<file path="config.mk">
export PLATFORM = sky130hd
export DESIGN_NAME = reflet_16bit_controler
export DESIGN_NICKNAME = d
export VERILOG_FILES = /design/src/reflet_pkg.sv /design/src/reflet_bus_if.sv /design/src/reflet_16bit_controler.sv /design/src/reflet_peripheral.sv /design/src/reflet_uart.sv /design/src/reflet_ram16.sv /design/src/reflet_reset_sync.sv
export SDC_FILE = /design/constraint.sdc
export NUM_CORES = 2
export LEC_CHECK = 0
export BUFFER_PORTS_ARGS = -buffer_cell sky130_fd_sc_hd__buf_2
export CAP_MARGIN = 20
export CORE_MARGIN = 1.5
export CORE_UTILIZATION = 60
export DETAILED_ROUTE_END_ITERATION = 6
export GPL_TIMING_DRIVEN = 0
export MAX_ROUTING_LAYER = met4
export PLACE_DENSITY = 0.73
export SKIP_LAST_GASP = 1
export SLEW_MARGIN = 20
export SYNTH_ARGS = -nofsm -noshare
export SYNTH_HDL_FRONTEND = slang
export SYNTH_SLANG_ARGS = --single-unit
</file>
<file path="constraint.sdc">
create_clock -name clk -period 12.35 [get_ports clk]
set_input_delay 0.6175 -clock clk [delete_from_list [all_inputs] [get_ports clk]]
set_output_delay 0.6175 -clock clk [all_outputs]
set_load 0.1 [all_outputs]
</file>
<file path="src/reflet_pkg.sv">
package reflet_pkg;

    // bus and character widths
    typedef logic [15:0] word_t;
    typedef logic [15:0] addr_t;
    typedef logic [7:0]  byte_t;

    // start of the peripheral window, top 256 words of the map
    localparam addr_t periph_base = 16'hFF00;

    // peripheral register offsets inside the window
    localparam word_t reg_gpi          = 16'd0;
    localparam word_t reg_gpo          = 16'd1;
    localparam word_t reg_uart_data    = 16'd2;
    localparam word_t reg_uart_status  = 16'd3;
    localparam word_t reg_timer_period = 16'd4;
    localparam word_t reg_timer_count  = 16'd5;
    localparam word_t reg_exti         = 16'd6;

    // bit positions in the exti flag word
    localparam word_t exti_timer    = 16'd0;
    localparam word_t exti_uart_rx  = 16'd1;
    localparam word_t exti_gpi_edge = 16'd2;

    // shared by the uart transmit and receive fsms
    typedef enum logic [1:0] {
        idle,
        start,
        data,
        stop
    } uart_state_t;

endpackage
</file>
<file path="src/reflet_bus_if.sv">
`timescale 1ns/10ps

interface reflet_bus_if import reflet_pkg::*; ();

    addr_t addr;
    word_t wdata;
    logic  write_en;
    // driven by the slave, zero outside its window
    word_t rdata;

    modport master (
        output addr, wdata, write_en,
        input  rdata
    );

    modport slave (
        input  addr, wdata, write_en,
        output rdata
    );

endinterface

</file>
<file path="src/reflet_16bit_controler.sv">
`timescale 1ns/10ps

module reflet_16bit_controler import reflet_pkg::*; #(
    parameter int clk_freq     = 1000000,
    parameter int baud_rate    = 9600,
    parameter bit enable_gpio  = 1'b1,
    parameter bit enable_timer = 1'b1,
    parameter bit enable_uart  = 1'b1
) (
    input  logic       clk,
    input  logic       rst_n,
    // bus master side
    input  addr_t      bus_addr,
    input  word_t      bus_wdata,
    input  logic       bus_write_en,
    output word_t      bus_rdata,
    // gpio
    input  word_t      gpi,
    output word_t      gpo,
    // uart
    input  logic       rx,
    output logic       tx,
    output logic [3:0] exti
);

    logic sys_rst_n;

    reflet_reset_sync reset_bootstrap (
        .clk       (clk),
        .rst_n     (rst_n),
        .reset_int (sys_rst_n)
    );

    reflet_bus_if inst_bus ();
    reflet_bus_if data_bus ();
    reflet_bus_if periph_bus ();

    // same request to every slave
    assign inst_bus.addr       = bus_addr;
    assign inst_bus.wdata      = bus_wdata;
    assign inst_bus.write_en   = bus_write_en;
    assign data_bus.addr       = bus_addr;
    assign data_bus.wdata      = bus_wdata;
    assign data_bus.write_en   = bus_write_en;
    assign periph_bus.addr     = bus_addr;
    assign periph_bus.wdata    = bus_wdata;
    assign periph_bus.write_en = bus_write_en;

    // slaves return zero outside their window
    assign bus_rdata = inst_bus.rdata | data_bus.rdata | periph_bus.rdata;

    // 0x0000 to 0x7FFF: instruction
    reflet_ram16 #(
        .base  (16'h0000),
        .size  (128),
        .limit (16'h8000)
    ) mem_inst (
        .clk   (clk),
        .rst_n (sys_rst_n),
        .bus   (inst_bus.slave)
    );

    // 0x8000 to 0xFEFF: data
    reflet_ram16 #(
        .base  (16'h8000),
        .size  (100),
        .limit (periph_base)
    ) mem_data (
        .clk   (clk),
        .rst_n (sys_rst_n),
        .bus   (data_bus.slave)
    );

    // 0xFF00 to 0xFFFF: peripherals
    reflet_peripheral #(
        .clk_freq     (clk_freq),
        .baud_rate    (baud_rate),
        .enable_gpio  (enable_gpio),
        .enable_timer (enable_timer),
        .enable_uart  (enable_uart)
    ) periph (
        .clk   (clk),
        .rst_n (sys_rst_n),
        .bus   (periph_bus.slave),
        .gpi   (gpi),
        .gpo   (gpo),
        .rx    (rx),
        .tx    (tx),
        .exti  (exti)
    );

endmodule

</file>
<file path="src/reflet_peripheral.sv">
`timescale 1ns/10ps

module reflet_peripheral import reflet_pkg::*; #(
    parameter int clk_freq     = 10000000,
    parameter int baud_rate    = 1000000,
    parameter bit enable_gpio  = 1'b1,
    parameter bit enable_timer = 1'b1,
    parameter bit enable_uart  = 1'b1
) (
    input  logic        clk,
    input  logic        rst_n,
    reflet_bus_if.slave bus,
    input  word_t       gpi,
    output word_t       gpo,
    input  logic        rx,
    output logic        tx,
    output logic [3:0]  exti
);

    addr_t      offset;
    logic       in_window;
    logic       wr;
    logic       rd_uart;
    word_t      timer_period;
    word_t      timer_count;
    logic       timer_wrap;
    byte_t      rx_buf;
    logic       rx_valid;
    logic       gpi_prev;
    logic [3:0] exti_set;
    word_t      rd_val;
    byte_t      uart_rx_data;
    logic       uart_rx_done;
    logic       uart_tx_busy;
    logic       uart_tx_start;

    assign in_window = (bus.addr >= periph_base);
    assign offset    = bus.addr - periph_base;
    assign wr        = in_window && bus.write_en;
    // no read strobe on this bus, any non-write access counts as a read
    assign rd_uart   = in_window && !bus.write_en && (offset == reg_uart_data);
    // writes while busy are dropped, master polls tx_busy
    assign uart_tx_start = wr && (offset == reg_uart_data) && !uart_tx_busy;
    assign timer_wrap    = enable_timer && (timer_period != '0) && (timer_count == timer_period);

    always_comb begin
        exti_set = '0;
        exti_set[exti_timer[1:0]]    = timer_wrap;
        exti_set[exti_uart_rx[1:0]]  = uart_rx_done;
        exti_set[exti_gpi_edge[1:0]] = enable_gpio && gpi[0] && !gpi_prev;
    end

    always_ff @(posedge clk or negedge rst_n) begin
        if (!rst_n) begin
            gpo          <= '0;
            gpi_prev     <= 1'b0;
            timer_period <= '0;
            timer_count  <= '0;
            rx_buf       <= '0;
            rx_valid     <= 1'b0;
            exti         <= '0;
        end else begin
            gpi_prev <= gpi[0];
            if (enable_gpio && wr && (offset == reg_gpo)) begin
                gpo <= bus.wdata;
            end
            // period 0 keeps the timer stopped
            if (enable_timer && wr && (offset == reg_timer_period)) begin
                timer_period <= bus.wdata;
                timer_count  <= '0;
            end else if (timer_wrap) begin
                timer_count <= '0;
            end else if (timer_period != '0) begin
                timer_count <= timer_count + 16'd1;
            end
            if (uart_rx_done) begin
                rx_buf   <= uart_rx_data;
                rx_valid <= 1'b1;
            end else if (rd_uart) begin
                rx_valid <= 1'b0;
            end
            // write 1 to clear, a new event in the same cycle wins
            if (wr && (offset == reg_exti)) begin
                exti <= (exti & ~bus.wdata[3:0]) | exti_set;
            end else begin
                exti <= exti | exti_set;
            end
        end
    end

    always_comb begin
        rd_val = '0;
        if (in_window) begin
            case (offset)
                reg_gpi:          rd_val = enable_gpio ? gpi : '0;
                reg_gpo:          rd_val = enable_gpio ? gpo : '0;
                reg_uart_data:    rd_val = enable_uart ? {8'h00, rx_buf} : '0;
                reg_uart_status:  rd_val = enable_uart ? {14'h0, uart_tx_busy, rx_valid} : '0;
                reg_timer_period: rd_val = enable_timer ? timer_period : '0;
                reg_timer_count:  rd_val = enable_timer ? timer_count : '0;
                reg_exti:         rd_val = {12'h000, exti};
                default:          rd_val = '0;
            endcase
        end
    end

    always_ff @(posedge clk or negedge rst_n) begin
        if (!rst_n) begin
            bus.rdata <= '0;
        end else begin
            bus.rdata <= rd_val;
        end
    end

    generate
        if (enable_uart) begin : gen_uart
            reflet_uart #(
                .clk_freq  (clk_freq),
                .baud_rate (baud_rate)
            ) uart_inst (
                .clk      (clk),
                .rst_n    (rst_n),
                .tx_data  (bus.wdata[7:0]),
                .tx_start (uart_tx_start),
                .tx_busy  (uart_tx_busy),
                .rx_data  (uart_rx_data),
                .rx_done  (uart_rx_done),
                .rx       (rx),
                .tx       (tx)
            );
        end else begin : gen_no_uart
            // line held idle
            assign tx           = 1'b1;
            assign uart_tx_busy = 1'b0;
            assign uart_rx_done = 1'b0;
            assign uart_rx_data = '0;
        end
    endgenerate

endmodule

</file>
<file path="src/reflet_uart.sv">
`timescale 1ns/10ps

module reflet_uart import reflet_pkg::*; #(
    parameter int clk_freq  = 10000000,
    parameter int baud_rate = 1000000
) (
    input  logic  clk,
    input  logic  rst_n,
    input  byte_t tx_data,
    input  logic  tx_start,
    output logic  tx_busy,
    output byte_t rx_data,
    output logic  rx_done,
    input  logic  rx,
    output logic  tx
);

    // clocks per bit and half of it for the start bit check
    localparam logic [15:0] bit_ticks  = 16'(clk_freq / baud_rate);
    localparam logic [15:0] half_ticks = bit_ticks >> 1;

    uart_state_t tx_state;
    logic [15:0] tx_cnt;
    logic [2:0]  tx_bit;
    byte_t       tx_shift;
    logic        tx_end;

    uart_state_t rx_state;
    logic [15:0] rx_cnt;
    logic [2:0]  rx_bit;
    byte_t       rx_shift;
    logic        rx_meta;
    logic        rx_sync;
    logic        rx_end;

    assign tx_end  = (tx_cnt == bit_ticks - 16'd1);
    assign rx_end  = (rx_cnt == bit_ticks - 16'd1);
    assign tx_busy = (tx_state != idle);
    assign rx_data = rx_shift;

    // line level follows the transmit state, lsb first
    assign tx = (tx_state == start) ? 1'b0 :
                (tx_state == data)  ? tx_shift[0] : 1'b1;

    always_ff @(posedge clk or negedge rst_n) begin
        if (!rst_n) begin
            tx_state <= idle;
            tx_cnt   <= '0;
            tx_bit   <= '0;
            tx_shift <= '0;
        end else if (tx_state == idle) begin
            tx_cnt <= '0;
            tx_bit <= '0;
            if (tx_start) begin
                tx_shift <= tx_data;
                tx_state <= start;
            end
        end else if (tx_end) begin
            tx_cnt <= '0;
            case (tx_state)
                start: tx_state <= data;
                data: begin
                    tx_shift <= tx_shift >> 1;
                    tx_bit   <= tx_bit + 3'd1;
                    if (tx_bit == 3'd7) begin
                        tx_state <= stop;
                    end
                end
                default: tx_state <= idle;
            endcase
        end else begin
            tx_cnt <= tx_cnt + 16'd1;
        end
    end

    always_ff @(posedge clk or negedge rst_n) begin
        if (!rst_n) begin
            rx_state <= idle;
            rx_cnt   <= '0;
            rx_bit   <= '0;
            rx_shift <= '0;
            rx_meta  <= 1'b1;
            rx_sync  <= 1'b1;
            rx_done  <= 1'b0;
        end else begin
            rx_meta <= rx;
            rx_sync <= rx_meta;
            rx_done <= 1'b0;
            case (rx_state)
                idle: begin
                    rx_cnt <= '0;
                    rx_bit <= '0;
                    if (!rx_sync) begin
                        rx_state <= start;
                    end
                end
                start: begin
                    // glitch filter: start bit must still be low at mid-bit
                    if (rx_cnt == half_ticks - 16'd1) begin
                        rx_cnt   <= '0;
                        rx_state <= rx_sync ? idle : data;
                    end else begin
                        rx_cnt <= rx_cnt + 16'd1;
                    end
                end
                data: begin
                    if (rx_end) begin
                        rx_cnt   <= '0;
                        rx_shift <= {rx_sync, rx_shift[7:1]};
                        rx_bit   <= rx_bit + 3'd1;
                        if (rx_bit == 3'd7) begin
                            rx_state <= stop;
                        end
                    end else begin
                        rx_cnt <= rx_cnt + 16'd1;
                    end
                end
                default: begin
                    // framing error drops the byte
                    if (rx_end) begin
                        rx_cnt   <= '0;
                        rx_done  <= rx_sync;
                        rx_state <= idle;
                    end else begin
                        rx_cnt <= rx_cnt + 16'd1;
                    end
                end
            endcase
        end
    end

endmodule

</file>
<file path="src/reflet_ram16.sv">
`timescale 1ns/10ps

module reflet_ram16 import reflet_pkg::*; #(
    parameter addr_t base  = 16'h0000,
    parameter int    size  = 128,
    parameter addr_t limit = 16'h8000
) (
    input  logic        clk,
    input  logic        rst_n,
    reflet_bus_if.slave bus
);

    localparam int idx_w = $clog2(size);

    word_t            mem [size];
    addr_t            offset;
    logic             in_window;
    logic             hit;
    logic [idx_w-1:0] idx;

    // window decode, then the part of the window that is backed by words
    assign offset    = bus.addr - base;
    assign in_window = (bus.addr >= base) && (bus.addr < limit);
    assign hit       = in_window && (offset < addr_t'(size));
    assign idx       = offset[idx_w-1:0];

    always_ff @(posedge clk) begin
        if (hit && bus.write_en) begin
            mem[idx] <= bus.wdata;
        end
    end

    // one cycle read latency, zero when not addressed
    always_ff @(posedge clk or negedge rst_n) begin
        if (!rst_n) begin
            bus.rdata <= '0;
        end else begin
            bus.rdata <= hit ? mem[idx] : '0;
        end
    end

endmodule

</file>
<file path="src/reflet_reset_sync.sv">
`timescale 1ns/10ps

module reflet_reset_sync (
    input  logic clk,
    input  logic rst_n,
    output logic reset_int
);

    logic [2:0] stretch_cnt;

    // asserts with rst_n, releases on the 4th clock after it rises
    always_ff @(posedge clk or negedge rst_n) begin
        if (!rst_n) begin
            stretch_cnt <= '0;
            reset_int   <= 1'b0;
        end else begin
            if (stretch_cnt != 3'd4) begin
                stretch_cnt <= stretch_cnt + 3'd1;
            end
            reset_int <= (stretch_cnt >= 3'd3);
        end
    end

endmodule

</file>
==> flow_summary.json <==
{
  "rsz0062_at_grt": "false",
  "fin_util": 0.6931,
  "fin_crit_sh": 0.4389,
  "rows": 181,
  "yosys_warnings": 0,
  "grt_pass1_vias": 76060,
  "outcome": "finished, violations left",
  "tns_ps": 0,
  "hp-start": "bus_wdata[2]",
  "areaGrowthSynthToFinish_pct": 14.52,
  "ir_drop_mv": 0.1722,
  "crit_path_cell_trace": "buf_2 > buf_2 > buf_2 > buf_4 > buf_2 > clkbuf_1 > nand3_1 > nor3_2 > buf_4 > buf_4",
  "num_vias": 77210,
  "crit_start": "bus_addr[1]",
  "grt_max_degree": 119,
  "grt_usage": 0.3450,
  "crit_type": "primary input to flip-flop",
  "ff2ff_setup_slack_ps": 9220,
  "netlist_top_cells_area": "edfxtp_1, mux4_2, dfrtp_1",
  "drt-pass1-iter-count": 7,
  "cts_made_buffers": 384,
  "drt_iter0_drc": 12200,
  "wl_per_cell_um": 37.06,
  "cts.clk_slew.worst_paths_ps": 60,
  "hp-class": "primary input to flip-flop",
  "syn-mean-instance-area_sq_um": 21.32,
  "core_sq_um": 243900,
  "top_level_ports": 89,
  "maxSlewHeadroom": 0.09282,
  "ant_nets": 0,
  "grt-ovfl-total": 0,
  "powerDensity_nw_per_um2": 160.8,
  "max_cap_violations": 0,
  "nNetsFinal": 7716,
  "worstPathRequired_ps": 13020,
  "cp_max_fo": 13,
  "setup_viol": 0,
  "fp.dieArea_sq_um": 249000,
  "worst_ep_arrival_time_ps": 6090,
  "fin_crit_ps": 5420,
  "synth.distinct_cells": 62,
  "fmax_mhz": 184.5,
  "synth-seq-cells": 3823,
  "cts_resized": 0,
  "p_leak_nw": 55.21,
  "reg2reg_from": "mem_inst.mem[99][4]",
  "via_per_inst": 6.914,
  "critPathLaunchType": "primary input",
  "finalMaxSlewViolations": 0,
  "die_h_um": 499.0,
  "cts.sinks": 3823,
  "cts_tree": "yes",
  "cts_buffer_depth": 4,
  "finalClockSkew_ps": 99.54,
  "syn-instance-count": 6923,
  "drc": 1,
  "post_cts_buffers": 0,
  "die_w_um": 499.0,
  "fillers": 14410,
  "reg2reg_depth": 6,
  "worst_pin_slew_ps": 1343,
  "syn_nets": 6988,
  "antenna_found_initial": 16,
  "ctsHoldBuffers": 16,
  "hpwlAfterDp_mm": 272.9,
  "violations": "design-rule violations",
  "yosys.area.top_type": "edfxtp_1",
  "clockRootBuffer": "clkbuf_16",
  "drive_gt1_frac": 0.2848,
  "ys_dominant_reg_cell": "edfxtp_1",
  "syn_area_sq_um": 147600,
  "reg2reg_to": "mem_inst.bus.rdata[4]",
  "htree_levels": 5,
  "power_mw": 27.18,
  "cpPeakStageDelay_ps": 1090,
  "crit_top_cell": "buf_2",
  "grt_pass1_wl_mm": 577.1,
  "drt-total-wl_mm": 413.9,
  "cp-end-kind": "flip-flop",
  "synth_seq_area_share": 0.7717,
  "synth_edf_count": 3648,
  "ys_async_sr_fraction": 0.04578,
  "timing_hold_violations_final": 0,
  "initial_utilization": 0.6053,
  "yosysTopAreaCellShare": 0.7421,
  "numPortBuffers": 86,
  "hold_path_depth": 1,
  "slowest_stage": "nand3_1",
  "clkLatencyLatePin_ps": 1030,
  "routabilityCongestion": 1.019,
  "holdPathEnd": "mem_inst.mem[12][2]"
}
==> synthesized netlist by cell type, drive strengths merged, types with 2 or more instances <==
master	n
a22oi	231
a21o	5
and2	13
a221oi	36
xnor2	31
nor2	324
xor2	23
nand3	103
buf	238
nor2b	20
ha	13
mux2i	412
nor3b	3
o41ai	17
dfrtp	173
o22ai	16
and3	10
edfxtp	3648
inv	13
mux4	832
a222oi	4
a21oi	83
mux2	85
nand2	140
or3	22
o21ai	66
nand4	13
nor3	28
clkbuf	161
o31ai	3
nor4	14
o211ai	80
or4	5
a22o	20
nand2b	6
dfstp	2
a31oi	4
a2111oi	16
==> per-stage QoR <==
stage	hold slack, ps	cells	setup WS, ps	instance area, sq um
2_1_floorplan	321.9	6923	7176	147600
5_1_grt	-15.76	11160	7031	169000
4_1_cts	4.258	11140	7231	168900
3_3_place_gp	351.8	10210	4662	152100
3_5_place_dp	344.1	10450	6243	156400
6_report	13.04	11170	6930	169100
==> cells by family after synthesis <==
family,Yosys count,synth area share
AOI/OAI and AO/OA,586,0.02808
xor gates and xnor gates,54,0.003204
adders and majority gates,13,0.001102
buffers and inverters,412,0.01280
DFF,3823,0.7717
muxes,1329,0.1616
and+or+nand+nor,706,0.02148
==> layout by cell type, fill, tap and decap left out, drive strengths merged, types with 22 or more instances in the layout <==
master,instances
a22oi,231
clkbuf,632
buf,562
bufinv,42
mux2,85
nand3,103
or3,22
edfxtp,3648
a221oi,36
xnor2,31
nor3,28
dfrtp,173
nand2,140
nor2,324
mux2i,412
mux4,832
inv,22
a21oi,83
clkinv,148
xor2,23
o211ai,80
o21ai,66
==> worst max-delay path by stage <==
stage	end	slack, ps
floorplan	mem_data.bus.rdata[0]	7180
global placement	periph.gpo[8]	4660
detailed placement	mem_inst.mem[103][4]	6240
CTS	mem_inst.mem[103][8]	7230
global route	mem_inst.mem[103][8]	7030
finish	mem_inst.mem[103][6]	6930
==> layer usage <==
metal / share of wire / GRT usage / up-vias
li1: - / - / 30380
met1: 0.36 / 0.4632 / 40430
met2: 0.46 / 0.5049 / 5411
met3: 0.12 / 0.07688 / 989
met4: 0.060 / 0.1744 / 0
met5: 0 / - / -
==> final cells by class <==
type                            instances  area, sq um  area share
Sequential cell                      3823       113900      0.6739
Inverter                               13        48.80   0.0002886
Tap cell                             3202         4006     0.02370
Antenna cell                           21        52.55   0.0003108
Clock inverter                        210         2167     0.01282
Timing Repair Buffer                  342         4244     0.02510
Buffer                                399         1867     0.01104
Clock buffer                          470        10150     0.06004
Multi-Input combinational cell       2688        32600      0.1928
==> state kept, by name, summed over array words and instances, names as in the netlist, 2 cells and up <==
signal,cells
mem_inst.bus.rdata,16
mem_data.bus.rdata,16
periph.gen_uart.uart_inst.rx_bit,3
periph.timer_period,16
periph.gen_uart.uart_inst.rx_state,2
periph.gen_uart.uart_inst.tx_cnt,16
periph.bus.rdata,16
mem_inst.mem,2048
periph.gen_uart.uart_inst.tx_shift,8
mem_data.mem,1600
reset_bootstrap.stretch_cnt,3
periph.gen_uart.uart_inst.rx_data,8
periph.gpo,16
periph.gen_uart.uart_inst.tx_bit,3
periph.exti,4
periph.gen_uart.uart_inst.rx_cnt,16
periph.rx_buf,8
periph.timer_count,16
periph.gen_uart.uart_inst.tx_state,2
==> critical path: cells and delay by family <==
| family | cells | cell delay [ps] |
|---|---|---|
| buffers and inverters | 8 | 3340 |
| AND/OR/NAND/NOR | 2 | 2060 |
==> report_power, final <==
| part | switching [mW] | leakage, nW | internal (mW) |
|---|---|---|---|
| clock network | 4.83 | 6.02 | 6.70 |
| registers | 0.0213 | 35.2 | 14.2 |
| logic | 0.953 | 14.0 | 0.461 |
No activity file was read; power rests on OpenSTA's default activity.
